[config.mk]
export PLATFORM = sky130hd
export DESIGN_NAME = r2b_converter_h_flat
export DESIGN_NICKNAME = d
export VERILOG_FILES = /design/src/matmul_pkg.sv /design/src/block_stream_if.sv /design/src/r2b_converter_h.sv /design/src/ram_1w1r.sv /design/src/flat_wrapper.sv
export SDC_FILE = /design/constraint.sdc
export NUM_CORES = 1
export LEC_CHECK = 0
export BUFFER_PORTS_ARGS = -buffer_cell sky130_fd_sc_hd__buf_2
export CAP_MARGIN = 20
export CORE_MARGIN = 2
export CORE_UTILIZATION = 55
export DETAILED_ROUTE_END_ITERATION = 12
export PLACE_DENSITY = 0.74
export SYNTH_ARGS = -nofsm -noshare
export SYNTH_HDL_FRONTEND = slang
export SYNTH_SLANG_ARGS = --single-unit
[constraint.sdc]
create_clock -name clk -period 9.4 [get_ports clk]
set_clock_uncertainty 0.15 [all_clocks]
set_input_delay 1.88 -clock clk [delete_from_list [all_inputs] [get_ports clk]]
set_output_delay 1.88 -clock clk [all_outputs]
set_load 0.005 [all_outputs]
[src/matmul_pkg.sv]
// Sizes, Q8.8 format limits and data types of the block matrix multiplier
// Converter state encoding and the helper that cuts a 2x2 block out of two rows
package matmul_pkg;

    localparam int DATA_WIDTH     = 16;
    localparam int FRAC_WIDTH     = 8;
    localparam int BLOCK_SIZE     = 2;
    localparam int MAT_DIM        = 4;
    localparam int BLOCKS_PER_DIM = MAT_DIM / BLOCK_SIZE;
    localparam int ACC_WIDTH      = 40;

    localparam int ROW_WIDTH      = DATA_WIDTH * MAT_DIM;
    localparam int BLOCK_WIDTH    = DATA_WIDTH * BLOCK_SIZE * BLOCK_SIZE;
    localparam int ROW_ADDR_WIDTH = $clog2(MAT_DIM);
    localparam int BIDX_WIDTH     = $clog2(BLOCKS_PER_DIM);

    typedef logic signed [DATA_WIDTH-1:0] elem_t;
    typedef logic [ROW_WIDTH-1:0]         row_t;
    typedef logic [BLOCK_WIDTH-1:0]       block_t;
    typedef logic [BIDX_WIDTH-1:0]        bidx_t;

    // Q8.8 saturation limits
    localparam elem_t ELEM_MAX = elem_t'(2**(DATA_WIDTH-1) - 1);
    localparam elem_t ELEM_MIN = elem_t'(-(2**(DATA_WIDTH-1)));

    localparam bidx_t                     LAST_BIDX = bidx_t'(BLOCKS_PER_DIM - 1);
    localparam logic [ROW_ADDR_WIDTH-1:0] LAST_ROW  = ROW_ADDR_WIDTH'(MAT_DIM - 1);

    typedef enum logic [2:0] {
        ST_IDLE,
        ST_FILL,
        ST_SLICE_RD,
        ST_OUTPUT,
        ST_DONE
    } conv_state_t;

    // Element (r,c) of the block comes from row r of the slice, column col*2+c
    function automatic block_t cut_block(row_t row_lo, row_t row_hi, bidx_t col);
        block_t blk;
        row_t   src;
        for (int r = 0; r < BLOCK_SIZE; r++) begin
            src = (r == 0) ? row_lo : row_hi;
            for (int c = 0; c < BLOCK_SIZE; c++) begin
                blk[(r*BLOCK_SIZE+c)*DATA_WIDTH +: DATA_WIDTH] =
                    src[(col*BLOCK_SIZE+c)*DATA_WIDTH +: DATA_WIDTH];
            end
        end
        return blk;
    endfunction

endpackage

[src/block_stream_if.sv]
`timescale 1ns/100ps
// Block stream between a row-to-block converter and the block MAC
// valid/ready handshake, flags held with the block until it transfers
interface block_stream_if;
    import matmul_pkg::*;

    block_t blk;
    logic   blk_valid;
    // First k of a C block
    logic   blk_first;
    // Final block of the whole product
    logic   blk_last;
    logic   blk_ready;

    modport source (
        output blk,
        output blk_valid,
        output blk_first,
        output blk_last,
        input  blk_ready
    );

    modport sink (
        input  blk,
        input  blk_valid,
        input  blk_first,
        input  blk_last,
        output blk_ready
    );

endinterface

[src/r2b_converter_h.sv]
`timescale 1ns/100ps
// Horizontal row-to-block converter for matrix B
// Stores the four rows of B and for each pair (i,j,k) reads rows 2k, 2k+1
// and cuts out column pair j, giving B(k,j)
module r2b_converter_h (
    input  logic             clk,
    input  logic             rst_n,
    input  logic             start,
    input  logic             row_valid,
    input  matmul_pkg::row_t row,
    block_stream_if.source   blk_out,
    output logic             done
);
    import matmul_pkg::*;

    conv_state_t state;

    logic                      wr_en;
    logic [ROW_ADDR_WIDTH-1:0] wr_addr;
    row_t                      wr_row;
    logic [ROW_ADDR_WIDTH-1:0] fill_cnt;

    logic [ROW_ADDR_WIDTH-1:0] rd_addr;
    row_t                      rd_row;
    logic [1:0]                rd_phase;
    row_t                      slice_lo;
    row_t                      slice_hi;

    // Block counter {i, j, k}, k least significant
    logic [3*BIDX_WIDTH-1:0]   blk_cnt;
    bidx_t                     bj;
    bidx_t                     bk;

    logic   xfer;
    logic   slot_free;
    logic   from_dout;
    logic   present;
    block_t next_blk;

    assign bj = blk_cnt[2*BIDX_WIDTH-1 -: BIDX_WIDTH];
    assign bk = blk_cnt[BIDX_WIDTH-1:0];

    // Rows 2k and 2k+1
    assign rd_addr = {bk, rd_phase[0]};

    assign xfer      = blk_out.blk_valid && blk_out.blk_ready;
    assign slot_free = !blk_out.blk_valid || xfer;
    assign from_dout = (state == ST_SLICE_RD) && (rd_phase == 2'd2);
    assign present   = slot_free && (from_dout || (state == ST_OUTPUT));
    assign next_blk  = cut_block(slice_lo, from_dout ? rd_row : slice_hi, bj);
    assign done      = (state == ST_DONE) && !blk_out.blk_valid;

    always_ff @(posedge clk) begin
        if (!rst_n) begin
            wr_en <= 1'b0;
        end else begin
            wr_en <= (state == ST_FILL) && row_valid;
        end
    end

    always_ff @(posedge clk) begin
        wr_addr <= fill_cnt;
        wr_row  <= row;
    end

    always_ff @(posedge clk) begin
        if (!rst_n) begin
            state    <= ST_IDLE;
            fill_cnt <= '0;
            rd_phase <= 2'd0;
            blk_cnt  <= '0;
        end else begin
            case (state)
                ST_IDLE, ST_DONE: begin
                    if (start) begin
                        state    <= ST_FILL;
                        fill_cnt <= '0;
                        rd_phase <= 2'd0;
                        blk_cnt  <= '0;
                    end
                end
                ST_FILL: begin
                    if (row_valid) begin
                        fill_cnt <= fill_cnt + 1'b1;
                    end
                    if (wr_en && (wr_addr == LAST_ROW)) begin
                        state <= ST_SLICE_RD;
                    end
                end
                ST_SLICE_RD: begin
                    rd_phase <= rd_phase + 2'd1;
                    if (rd_phase == 2'd1) begin
                        slice_lo <= rd_row;
                    end
                    if (rd_phase == 2'd2) begin
                        slice_hi <= rd_row;
                        rd_phase <= 2'd0;
                        // Output still occupied, keep the slice pending
                        state    <= ST_OUTPUT;
                    end
                end
                ST_OUTPUT: begin
                    state <= ST_OUTPUT;
                end
                default: begin
                    state <= ST_IDLE;
                end
            endcase

            // Every block has its own slice read
            if (present) begin
                blk_cnt <= blk_cnt + 1'b1;
                state   <= (blk_cnt == '1) ? ST_DONE : ST_SLICE_RD;
            end
        end
    end

    always_ff @(posedge clk) begin
        if (!rst_n) begin
            blk_out.blk_valid <= 1'b0;
            blk_out.blk_first <= 1'b0;
            blk_out.blk_last  <= 1'b0;
        end else if (present) begin
            blk_out.blk_valid <= 1'b1;
            blk_out.blk_first <= (bk == '0);
            blk_out.blk_last  <= (blk_cnt == '1);
        end else if (xfer) begin
            blk_out.blk_valid <= 1'b0;
        end
    end

    always_ff @(posedge clk) begin
        if (present) begin
            blk_out.blk <= next_blk;
        end
    end

    ram_1w1r u_ram (
        .clk        (clk),
        .we         (wr_en),
        .write_addr (wr_addr),
        .read_addr  (rd_addr),
        .din        (wr_row),
        .dout       (rd_row)
    );

endmodule

[src/ram_1w1r.sv]
`timescale 1ns/100ps
// Row store with one write port and one registered read port
// One matrix row per word
module ram_1w1r (
    input  logic                                  clk,
    input  logic                                  we,
    input  logic [matmul_pkg::ROW_ADDR_WIDTH-1:0] write_addr,
    input  logic [matmul_pkg::ROW_ADDR_WIDTH-1:0] read_addr,
    input  matmul_pkg::row_t                      din,
    output matmul_pkg::row_t                      dout
);
    import matmul_pkg::*;

    row_t mem [MAT_DIM];

    always_ff @(posedge clk) begin
        if (we) begin
            mem[write_addr] <= din;
        end
    end

    // Read data is valid one cycle after the address
    always_ff @(posedge clk) begin
        dout <= mem[read_addr];
    end

endmodule

[src/flat_wrapper.sv]
// flat-port wrapper written by rule: the top's interface ports become plain ports
module r2b_converter_h_flat import matmul_pkg::*;
  (clk, rst_n, start, row_valid, row, done, blk_out_blk, blk_out_blk_valid, blk_out_blk_first, blk_out_blk_last, blk_out_blk_ready);
  block_stream_if blk_out_i ();
  input  logic clk;
  input  logic rst_n;
  input  logic start;
  input  logic row_valid;
  input  matmul_pkg::row_t row;
  output logic done;
  output wire logic [$bits(blk_out_i.blk)-1:0] blk_out_blk;
  output wire logic [$bits(blk_out_i.blk_valid)-1:0] blk_out_blk_valid;
  output wire logic [$bits(blk_out_i.blk_first)-1:0] blk_out_blk_first;
  output wire logic [$bits(blk_out_i.blk_last)-1:0] blk_out_blk_last;
  input wire logic [$bits(blk_out_i.blk_ready)-1:0] blk_out_blk_ready;
  assign blk_out_blk = blk_out_i.blk;
  assign blk_out_blk_valid = blk_out_i.blk_valid;
  assign blk_out_blk_first = blk_out_i.blk_first;
  assign blk_out_blk_last = blk_out_i.blk_last;
  assign blk_out_i.blk_ready = blk_out_blk_ready;
  r2b_converter_h u_core (.clk(clk), .rst_n(rst_n), .start(start), .row_valid(row_valid), .row(row), .blk_out(blk_out_i), .done(done));
endmodule
==> impl_results.md <==
- Status: completed
- Crit-path slowest cell: dfxtp_1
- Worst VDD drop: 0.138 mV
- Top delay family on crit path: flip-flops
- All-Layer GR Usage: 18.1%
- Critical path depth: 2
- Biggest cell delay along the critical path: 0.55 ns
- Top cell type by total area after synthesis: edfxtp_1
- Synth Instances: 813
- Worst skew pair latency: 0.57 ns
- Max-cap violations: 0
- DRC: 0
- DR vias/cell: 5.56
- Distinct cells, synth: 41
- Largest net degree at the start of global routing: 68
- Initial core utilization: 56.0%
- Area growth, synth to finish: 14.7%
- Primary FF master, synth: edfxtp_1
- Final Cycle Share: 38.9%
- Worst reg2reg path depth: 4
- Dpl ws: 5.59 ns
- Routability congestion estimate: 0.727
- Root buffer cell: clkbuf_16
- Tmin final: 3.65 ns
- Share of layout cells above drive strength 1: 35.9%
- Arrival time worst endpoint: 1.62 ns
- WP buf/inv: 1
- Detailed-route via count: 8258
- Post-CTS setup buffers: 0
- Num CTS Buffers: 55
- First-pass GRT wire length: 49200 µm
- Drt first-iter violations: 515
- WL final: 32400 µm
- Fillers: 2275
- Core area: 34700 µm²
- # IOs: 137
- Setup TNS: 0 ns
- Nets: 1054
- Cell Chain, Critical Path: nor4b_1 -> buf_2
- Deepest clock path buffer count: 3
- Die area: 36900 µm²
- Ys Warns: 0
- Final setup fails: 0
- Hold_buf cts: 0
- Routed Antenna Nets: 0
- Synth top area cells: edfxtp_1 (69%), dfxtp_1 (15%), mux4_2 (11%), mux2_2 (1.9%), buf_2 (0.28%)
- Syn_area_per_cell: 23.9 µm²
- Wire length per cell: 21.8 µm
- EDFF count, synth: 448
- CP Launch Type: flop
- Max Fclk: 274 MHz
- Final Hold Viols: 0
- Hold depth: 0
- Share of the synthesized area in the top cell type: 69.2%
- Share of the yosys chip area belonging to registers: 84.0%
- Slew Limit Fails: 0
- Clk sinks: 592
- Critical Path RT: 7.37 ns
- Final WS setup: 5.75 ns
- Pre-Repair DR Iteration Count: 5
- Die Wd: 192 µm
- Port buffer count: 136
- Crit Path Category: reg2out
- TritonCTS clock tree: yes
- Yosys reg bits: 592
- Worst reg2reg setup slack: 6.34 ns
- Reg clk slew, reported paths: 0.06 ns
- RSZ-0062 raised after global routing: no
- Critical path capture point type: output pin
- Total grt overflow: 0
- Hold Path Class: reg2reg
- Initial antenna violation count: 1
- Die H: 192 µm
- Pwr dens: 233 nW/µm²
- Slew margin rel.: 29.4%
- Post-synthesis cell area: 19400 µm²
- Resized cells post-CTS: 0
- Worst Tran Pin Value: 1.06 ns
- Synthesized Nets: 884
- Vias in the first global route: 8548
- Async set or reset register ratio after synthesis: 0%
- Max FO, Critical Path: 9
- H-tree levels: 2
- Antenna Cells: 0
- Leakage: 7.48 nW
- FP Rows: 68
- Post-DP HPWL: 17200 µm
## cell families (layout without fill, tap and decap cells)
logic type      after synthesis  after routing  synth area share (%)
flops                       592            592                  84.0
mux                         130            130                  13.1
simple gates                 34             34                  1.06
buf+inv                      34            250                 0.920
compound gates               21             21                 0.785
fa+ha+maj                     2              2                 0.129
## final cells by class
cell class / count / area [µm²] / area share [%]
multi-input combinational: 187 / 2950 / 13.2
sequential: 592 / 16300 / 73.3
tap: 455 / 569 / 2.55
inverter: 4 / 17.5 / 0.0786
timing repair buffer: 143 / 733 / 3.29
clock inverter: 26 / 168 / 0.752
clock buffer: 77 / 1510 / 6.77
## metrics by stage
| step | power (mW) | instance area, µm² | std cells | utilization [%] | hold slack [ns] |
|---|---|---|---|---|---|
| after floorplan | 3.14 | 19400 | 813 | - | 0.213 |
| after global placement | 3.21 | 20600 | 1381 | 59.4 | 0.231 |
| after detailed placement | 3.22 | 20600 | 1381 | 59.4 | 0.224 |
| after CTS | 5.25 | 22300 | 1484 | 64.2 | 0.233 |
| after global routing | 5.37 | 22300 | 1484 | 64.2 | 0.240 |
| final | 5.19 | 22300 | 1484 | 64.2 | 0.234 |
## synthesized netlist by cell type (3+ instances only)
master / instances
edfxtp_1: 448
dfxtp_1: 144
mux4_2: 96
mux2_2: 33
buf_2: 11
buf_1: 8
nand2_1: 7
nor2_1: 7
clkbuf_1: 5
o21ai_0: 5
buf_6: 4
nand3_1: 4
a21oi_1: 3
a31o_2: 3
inv_1: 3
nor3_1: 3
## per-layer routing
metal | global-route usage, % | part of all wire, %
met5 | 0 | 0
met3 | 3.05 | 4.9
met2 | 30.8 | 51
met4 | 5.99 | 2.4
met1 | 24.1 | 42
## registers in the layout (all words and copies together) (netlist names)
name,flops
u_core.u_ram.mem,256
u_core.blk_out.blk,64
u_core.slice_hi,64
u_core.slice_lo,64
u_core.u_ram.dout,64
u_core.wr_row,64
u_core.blk_cnt,3
u_core.state,3
u_core.fill_cnt,2
u_core.rd_phase,2
u_core.wr_addr,2
u_core.blk_out.blk_first,1
u_core.blk_out.blk_last,1
u_core.blk_out.blk_valid,1
u_core.wr_en,1
## report_power, final
part           total, mW  switching [mW]  internal (mW)
clock               2.04           0.886           1.15
combinational      0.165          0.0693         0.0957
sequential          2.99          0.0796           2.91
total               5.19            1.04           4.16
## worst reg2reg max path: cells and delay by family, from the launching register on
kind                   cells  cell delay (ns)
buffers and inverters      1             0.68
flip-flops                 1             0.56
AND/OR/NAND/NOR            3             1.20
## final timing paths
path                         endpoint               start
setup / recovery                 done     u_core.state[2]
hold reg to reg     u_core.wr_addr[1]  u_core.fill_cnt[1]
hold / removal      u_core.wr_addr[1]  u_core.fill_cnt[1]
setup reg to reg  u_core.slice_hi[59]     u_core.state[1]
## cells in the final DEF, fill, tap and decap left out, drive strengths merged, types with 2 or more instances in the layout
cell      n
edfxtp  448
dfxtp   144
buf     143
mux4     96
clkbuf   77
mux2     33
clkinv   22
nand2     7
nor2      7
inv       6
o21ai     5
nand3     5
nor3      3
a21oi     3
a31o      3
nor2b     3
and3      2
ha        2
(Power assumes the default switching activity.)
