--- config.mk ---
export PLATFORM = sky130hd
export DESIGN_NAME = r2b_converter_v_flat
export DESIGN_NICKNAME = d
export VERILOG_FILES = /design/src/matmul_pkg.sv /design/src/block_stream_if.sv /design/src/r2b_converter_v.sv /design/src/ram_1w1r.sv /design/src/flat_wrapper.sv
export SDC_FILE = /design/constraint.sdc
export NUM_CORES = 1
export LEC_CHECK = 0
export BUFFER_PORTS_ARGS = -buffer_cell sky130_fd_sc_hd__buf_2
export CAP_MARGIN = 10
export CORE_MARGIN = 4
export CORE_UTILIZATION = 55
export CTS_BUF_LIST = sky130_fd_sc_hd__clkbuf_8 sky130_fd_sc_hd__clkbuf_16
export DETAILED_ROUTE_END_ITERATION = 10
export HOLD_SLACK_MARGIN = 0.08
export PLACE_DENSITY = 0.84
export SKIP_LAST_GASP = 1
export SYNTH_ARGS = -nofsm -noshare
export SYNTH_HDL_FRONTEND = slang
export SYNTH_SLANG_ARGS = --single-unit
--- constraint.sdc ---
create_clock -name clk -period 6.95 [get_ports clk]
set_clock_uncertainty 0.1 [all_clocks]
set_input_delay 0 -clock clk [delete_from_list [all_inputs] [get_ports clk]]
set_output_delay 0 -clock clk [all_outputs]
set_load 0.01 [all_outputs]
--- src/matmul_pkg.sv ---
// Sizes, Q8.8 format limits and data types of the block matrix multiplier
// Converter state encoding and the helper that cuts a 2x2 block out of two rows
package matmul_pkg;

    localparam int DATA_WIDTH     = 16;
    localparam int FRAC_WIDTH     = 8;
    localparam int BLOCK_SIZE     = 2;
    localparam int MAT_DIM        = 4;
    localparam int BLOCKS_PER_DIM = MAT_DIM / BLOCK_SIZE;
    localparam int ACC_WIDTH      = 40;

    localparam int ROW_WIDTH      = DATA_WIDTH * MAT_DIM;
    localparam int BLOCK_WIDTH    = DATA_WIDTH * BLOCK_SIZE * BLOCK_SIZE;
    localparam int ROW_ADDR_WIDTH = $clog2(MAT_DIM);
    localparam int BIDX_WIDTH     = $clog2(BLOCKS_PER_DIM);

    typedef logic signed [DATA_WIDTH-1:0] elem_t;
    typedef logic [ROW_WIDTH-1:0]         row_t;
    typedef logic [BLOCK_WIDTH-1:0]       block_t;
    typedef logic [BIDX_WIDTH-1:0]        bidx_t;

    // Q8.8 saturation limits
    localparam elem_t ELEM_MAX = elem_t'(2**(DATA_WIDTH-1) - 1);
    localparam elem_t ELEM_MIN = elem_t'(-(2**(DATA_WIDTH-1)));

    localparam bidx_t                     LAST_BIDX = bidx_t'(BLOCKS_PER_DIM - 1);
    localparam logic [ROW_ADDR_WIDTH-1:0] LAST_ROW  = ROW_ADDR_WIDTH'(MAT_DIM - 1);

    typedef enum logic [2:0] {
        ST_IDLE,
        ST_FILL,
        ST_SLICE_RD,
        ST_OUTPUT,
        ST_DONE
    } conv_state_t;

    // Element (r,c) of the block comes from row r of the slice, column col*2+c
    function automatic block_t cut_block(row_t row_lo, row_t row_hi, bidx_t col);
        block_t blk;
        row_t   src;
        for (int r = 0; r < BLOCK_SIZE; r++) begin
            src = (r == 0) ? row_lo : row_hi;
            for (int c = 0; c < BLOCK_SIZE; c++) begin
                blk[(r*BLOCK_SIZE+c)*DATA_WIDTH +: DATA_WIDTH] =
                    src[(col*BLOCK_SIZE+c)*DATA_WIDTH +: DATA_WIDTH];
            end
        end
        return blk;
    endfunction

endpackage

--- src/block_stream_if.sv ---
`timescale 1ns/100ps
// Block stream between a row-to-block converter and the block MAC
// valid/ready handshake, flags held with the block until it transfers
interface block_stream_if;
    import matmul_pkg::*;

    block_t blk;
    logic   blk_valid;
    // First k of a C block
    logic   blk_first;
    // Final block of the whole product
    logic   blk_last;
    logic   blk_ready;

    modport source (
        output blk,
        output blk_valid,
        output blk_first,
        output blk_last,
        input  blk_ready
    );

    modport sink (
        input  blk,
        input  blk_valid,
        input  blk_first,
        input  blk_last,
        output blk_ready
    );

endinterface

--- src/r2b_converter_v.sv ---
`timescale 1ns/100ps
// Vertical row-to-block converter for matrix A
// Stores the four rows of A, reads block row i as a two-row slice and
// issues A(i,0), A(i,1) from it, once for every block column j of C
module r2b_converter_v (
    input  logic             clk,
    input  logic             rst_n,
    input  logic             start,
    input  logic             row_valid,
    input  matmul_pkg::row_t row,
    block_stream_if.source   blk_out,
    output logic             done
);
    import matmul_pkg::*;

    conv_state_t state;

    // Write stage, one cycle behind row_valid
    logic                      wr_en;
    logic [ROW_ADDR_WIDTH-1:0] wr_addr;
    row_t                      wr_row;
    logic [ROW_ADDR_WIDTH-1:0] fill_cnt;

    logic [ROW_ADDR_WIDTH-1:0] rd_addr;
    row_t                      rd_row;
    logic [1:0]                rd_phase;
    row_t                      slice_lo;
    row_t                      slice_hi;

    // Block counter {i, j, k}, k least significant
    logic [3*BIDX_WIDTH-1:0]   blk_cnt;
    bidx_t                     bi;
    bidx_t                     bk;

    logic   xfer;
    logic   slot_free;
    logic   from_dout;
    logic   present;
    block_t next_blk;

    assign bi = blk_cnt[3*BIDX_WIDTH-1 -: BIDX_WIDTH];
    assign bk = blk_cnt[BIDX_WIDTH-1:0];

    // Rows 2i and 2i+1
    assign rd_addr = {bi, rd_phase[0]};

    assign xfer      = blk_out.blk_valid && blk_out.blk_ready;
    assign slot_free = !blk_out.blk_valid || xfer;
    // Second slice row is still on the RAM output
    assign from_dout = (state == ST_SLICE_RD) && (rd_phase == 2'd2);
    assign present   = slot_free && (from_dout || (state == ST_OUTPUT));
    assign next_blk  = cut_block(slice_lo, from_dout ? rd_row : slice_hi, bk);
    assign done      = (state == ST_DONE) && !blk_out.blk_valid;

    always_ff @(posedge clk) begin
        if (!rst_n) begin
            wr_en <= 1'b0;
        end else begin
            wr_en <= (state == ST_FILL) && row_valid;
        end
    end

    always_ff @(posedge clk) begin
        wr_addr <= fill_cnt;
        wr_row  <= row;
    end

    always_ff @(posedge clk) begin
        if (!rst_n) begin
            state    <= ST_IDLE;
            fill_cnt <= '0;
            rd_phase <= 2'd0;
            blk_cnt  <= '0;
        end else begin
            case (state)
                ST_IDLE, ST_DONE: begin
                    if (start) begin
                        state    <= ST_FILL;
                        fill_cnt <= '0;
                        rd_phase <= 2'd0;
                        blk_cnt  <= '0;
                    end
                end
                ST_FILL: begin
                    if (row_valid) begin
                        fill_cnt <= fill_cnt + 1'b1;
                    end
                    // Fourth row lands in the RAM at this edge
                    if (wr_en && (wr_addr == LAST_ROW)) begin
                        state <= ST_SLICE_RD;
                    end
                end
                ST_SLICE_RD: begin
                    rd_phase <= rd_phase + 2'd1;
                    if (rd_phase == 2'd1) begin
                        slice_lo <= rd_row;
                    end
                    if (rd_phase == 2'd2) begin
                        slice_hi <= rd_row;
                        rd_phase <= 2'd0;
                        state    <= ST_OUTPUT;
                    end
                end
                ST_OUTPUT: begin
                    state <= ST_OUTPUT;
                end
                default: begin
                    state <= ST_IDLE;
                end
            endcase

            // Slice is used up after k = 1, then the next slice is read
            if (present) begin
                blk_cnt <= blk_cnt + 1'b1;
                if (blk_cnt == '1) begin
                    state <= ST_DONE;
                end else if (bk == LAST_BIDX) begin
                    state <= ST_SLICE_RD;
                end else begin
                    state <= ST_OUTPUT;
                end
            end
        end
    end

    always_ff @(posedge clk) begin
        if (!rst_n) begin
            blk_out.blk_valid <= 1'b0;
            blk_out.blk_first <= 1'b0;
            blk_out.blk_last  <= 1'b0;
        end else if (present) begin
            blk_out.blk_valid <= 1'b1;
            blk_out.blk_first <= (bk == '0);
            blk_out.blk_last  <= (blk_cnt == '1);
        end else if (xfer) begin
            blk_out.blk_valid <= 1'b0;
        end
    end

    always_ff @(posedge clk) begin
        if (present) begin
            blk_out.blk <= next_blk;
        end
    end

    ram_1w1r u_ram (
        .clk        (clk),
        .we         (wr_en),
        .write_addr (wr_addr),
        .read_addr  (rd_addr),
        .din        (wr_row),
        .dout       (rd_row)
    );

endmodule

--- src/ram_1w1r.sv ---
`timescale 1ns/100ps
// Row store with one write port and one registered read port
// One matrix row per word
module ram_1w1r (
    input  logic                                  clk,
    input  logic                                  we,
    input  logic [matmul_pkg::ROW_ADDR_WIDTH-1:0] write_addr,
    input  logic [matmul_pkg::ROW_ADDR_WIDTH-1:0] read_addr,
    input  matmul_pkg::row_t                      din,
    output matmul_pkg::row_t                      dout
);
    import matmul_pkg::*;

    row_t mem [MAT_DIM];

    always_ff @(posedge clk) begin
        if (we) begin
            mem[write_addr] <= din;
        end
    end

    // Read data is valid one cycle after the address
    always_ff @(posedge clk) begin
        dout <= mem[read_addr];
    end

endmodule

--- src/flat_wrapper.sv ---
// flat-port wrapper written by rule: the top's interface ports become plain ports
module r2b_converter_v_flat import matmul_pkg::*;
  (clk, rst_n, start, row_valid, row, done, blk_out_blk, blk_out_blk_valid, blk_out_blk_first, blk_out_blk_last, blk_out_blk_ready);
  block_stream_if blk_out_i ();
  input  logic clk;
  input  logic rst_n;
  input  logic start;
  input  logic row_valid;
  input  matmul_pkg::row_t row;
  output logic done;
  output wire logic [$bits(blk_out_i.blk)-1:0] blk_out_blk;
  output wire logic [$bits(blk_out_i.blk_valid)-1:0] blk_out_blk_valid;
  output wire logic [$bits(blk_out_i.blk_first)-1:0] blk_out_blk_first;
  output wire logic [$bits(blk_out_i.blk_last)-1:0] blk_out_blk_last;
  input wire logic [$bits(blk_out_i.blk_ready)-1:0] blk_out_blk_ready;
  assign blk_out_blk = blk_out_i.blk;
  assign blk_out_blk_valid = blk_out_i.blk_valid;
  assign blk_out_blk_first = blk_out_i.blk_first;
  assign blk_out_blk_last = blk_out_i.blk_last;
  assign blk_out_i.blk_ready = blk_out_blk_ready;
  r2b_converter_v u_core (.clk(clk), .rst_n(rst_n), .start(start), .row_valid(row_valid), .row(row), .blk_out(blk_out_i), .done(done));
endmodule
==> key figures <==
Worst hold path
  – Worst hold start: rst_n
  – Hold Path Class: in2reg

Detailed routing
  – Routed WL: 34400 µm
  – First DRT Iteration DRCs: 684
  – Drt pass-1 iters: 5
  – Met3 wire length: 1750 µm
  – WL per Instance: 21.0 µm
  – Vias per std cell: 5.43
  – DRC errors left: 0
  – Antenna Nets Post-Route: 0
  – Top sig layer: met4
  – Met2 WL: 17900 µm
  – Met1 wire length: roughly 14000 µm
  – Vias: 8880

Critical path
  – Worst setup SP type: register
  – Worst setup path class: reg2reg
  – Crit-path max cell delay: 0.80 ns
  – Worst R2R Start: u_core.rd_phase[0]$_SDFFE_PN0P_
  – Required @ worst endpoint: 7.29 ns
  – Top fanout value on the critical path: 45
  – Worst setup path startpoint: u_core.rd_phase[0]$_SDFFE_PN0P_
  – Slowest stage cell, crit path: buf_4
  – CP Data Arrival Time: approximately 3.7 ns
  – Crit path top cell by count: dlygate4sd3_1
  – Crit path capture type: register
  – Cell Chain, Critical Path: buf_4 -> nand2b_1 -> a21oi_1 -> o21ai_0 -> dlygate4sd3_1 -> a31oi_1 -> dlygate4sd3_1

Synthesis
  – Dominant synthesized flop cell: edfxtp_1
  – YS warnings: 0
  – EDFF count, synth: approximately 450
  – Post-Syn Nets: 897
  – Count of cell types in the netlist: 37
  – Async set or reset register ratio after synthesis: 0%
  – Synthesized cell area: 0.0195 mm²
  – Synthesized instance count: 826
  – Yosys reg bits: 592
  – Mean Syn Cell Area: 23.6 µm²
  – Post-synthesis sequential area ratio: 83.9%

Timing
  – Fmax: 300 MHz
  – Period minus WS final: between 3 and 4 ns
  – Tcrit/Tclk final: 47.9%
  – Setup tns final: 0 ns
  – Endpoints failing setup: 0
  – Final Hold Vio Count: 0
  – Worst-margin pin slew: 1.05 ns
  – RSZ-0062 raised after global routing: false
  – Fin. max-slew vios: 0
  – Relative slew margins: 29.9%

Place
  – Port Buffers: ~140
  – Routability cong.: about 0.74
  – Post-DP HPWL: roughly 18000 µm
  – DP Area: 0.0207 mm²

Clocking
  – Clk sinks: 592
  – Post-CTS Setup Bufs: 0
  – Clock Latency Late Sink: 0.56 ns
  – Clk slew on worst S/H paths: approximately 0.070 ns
  – CTS tree: done
  – Max clock buf depth: 3
  – H-tree Lvls: 2
  – Post-CTS sizing: 0
  – Root Buffer: clkbuf_16
  – TritonCTS buffer count: 54

Global route
  – Largest net degree at the start of global routing: between 70 and 80
  – Vias in the first global route: 9500
  – First-pass GRT wire length: 53900 µm
  – Global route overflow: 0
  – Antenna violations before repair: 0
  – Global Route Usage Sum: roughly 18%

Die
  – Die Span X: slightly below 200 µm
  – Die H: 196 µm
  – Die area: 0.0385 mm²
  – Initial core utilization: 56.1%
  – Num rows: 68
  – Core area: 0.0347 mm²
  – IO Pins: 137

Outcome
  – Status: complete, no violations

Layout
  – Fillers: 2123
  – Share of post-route cells with drive strength above 1: between 30% and 40%
  – Design area: 0.0239 mm²
  – Final nets: 1206
  – Area growth from synthesis to layout: 22.5%
  – ANT cells: 0

Power
  – Power Dens Cells: 333 mW/mm²
  – Leak: 8.19 nW
  – VDD IR max: around 0.20 mV

Run
  – Maximum Capacitance Violations: 0
## stage by stage
stage | hold slack [ns] | setup WS [ns] | power (mW) | util [%] | std cells
6_report | 0.253 | 3.62 | 7.95 | 68.8 | 1636
4_1_cts | 0.227 | 3.55 | 8.01 | 68.8 | 1636
3_3_place_gp | 0.00279 | 4.07 | 4.96 | 59.6 | 1399
5_1_grt | 0.259 | 3.27 | 8.26 | 68.8 | 1636
3_5_place_dp | 0.00359 | 4.05 | 5.00 | 59.6 | 1399
2_1_floorplan | -0.0723 | 0.918 | 4.78 | - | 826
## flip-flops by register name, indices dropped and copies added (netlist names)
register and cells:
u_core.fill_cnt 2, u_core.wr_addr 2, u_core.blk_cnt 3, u_core.blk_out.blk_last 1, u_core.wr_en 1, u_core.slice_hi 64, u_core.rd_phase 2, u_core.u_ram.mem 256
u_core.state 3, u_core.blk_out.blk 64, u_core.slice_lo 64, u_core.u_ram.dout 64, u_core.blk_out.blk_first 1, u_core.blk_out.blk_valid 1, u_core.wr_row 64
## cell usage in the layout (no fill, tap or decap), drive strengths merged, types with 10 or more instances in the layout
cell type	synthesis	layout
edfxtp	448	448
nand2	12	12
nor2	10	10
a21oi	12	12
clkbuf	9	65
mux4	96	96
mux2	33	33
dlygate4sd3	0	135
inv	5	13
dfxtp	144	144
clkinv	0	22
buf	19	146
## report_power, final
group / total [mW] / leakage [nW] / internal, mW / switching, mW
clock: 2.96 / 0.941 / 1.75 / 1.21
sequential: 4.32 / 5.25 / 4.11 / 0.209
combinational: 0.666 / 1.99 / 0.380 / 0.286
total: 7.95 / 8.19 / 6.24 / 1.71
## timing repair
| action | 4_1_cts | 5_1_grt |
|---|---|---|
| hold buffers | 135 | 0 |
| setup endpoints to repair | 0 | 0 |
| endpoints found under the hold margin | 104 | 0 |
## cells in the mapped netlist, types with 2 or more instances
master / number / share of area (%)
mux2_2: 33 / 1.9
buf_1: 4 / 0.077
mux4_1: 2 / 0.27
nor3_1: 2 / 0.051
clkbuf_1: 9 / 0.17
nor2_1: 10 / 0.19
edfxtp_1: 448 / 69
a31oi_1: 2 / 0.064
nand2_1: 11 / 0.21
a21oi_1: 12 / 0.31
nor2b_2: 2 / 0.090
inv_1: 4 / 0.077
buf_2: 8 / 0.21
dfxtp_1: 144 / 15
buf_4: 3 / 0.12
nand3_1: 5 / 0.13
ha_1: 2 / 0.13
mux4_2: 94 / 11
nor3b_1: 4 / 0.15
buf_6: 4 / 0.23
nand2b_1: 3 / 0.096
o21ai_0: 5 / 0.13
## final cells by class
| class | count | area, µm² | area share, % |
|---|---|---|---|
| clock buffers | 65 | 1540 | 6.44 |
| clock inverters | 37 | 292 | 1.22 |
| inverters | 5 | 21.3 | 0.0891 |
| multi-input cells | 201 | 3000 | 12.6 |
| flip-flops and latches | 592 | 16300 | 68.5 |
| well taps | 455 | 569 | 2.38 |
| repair buffers | 281 | 2110 | 8.83 |
## cells by family after synthesis
group,Yosys count,share of synthesized area (%)
flops,592,83.9
mux,129,13.0
simple gates,45,1.30
buf+inv,33,0.899
compound gates,25,0.771
fa+ha+maj,2,0.128
## routing by layer
layer  vias up  GRT usage [%]
met4         0           5.95
met5         -              0
met2       274           31.1
met3        69           3.26
li1       3959              -
met1      4578           23.8
## path summary, 6_finish.rpt
| path | end | slack [ns] | cells after the start |
|---|---|---|---|
| max | u_core.state[0]$_SDFFE_PN0P_ | 3.62 | 7 |
| min | u_core.fill_cnt[1]$_SDFFE_PN0P_ | 0.25 | 4 |
| max reg2reg | u_core.state[0]$_SDFFE_PN0P_ | 3.62 | 7 |
| min reg2reg | u_core.wr_addr[1]$_DFF_P_ | 0.29 | 0 |
## worst max-delay path: cells and delay by family, from the launching register on
kind | cells | cell delay (ns)
AO/OA/AOI/OAI | 3 | 0.24
buffers and inverters | 3 | 1.93
flip-flops | 1 | 0.67
AND/OR/NAND/NOR | 1 | 0.24
Power figures use the tool's default switching activity.
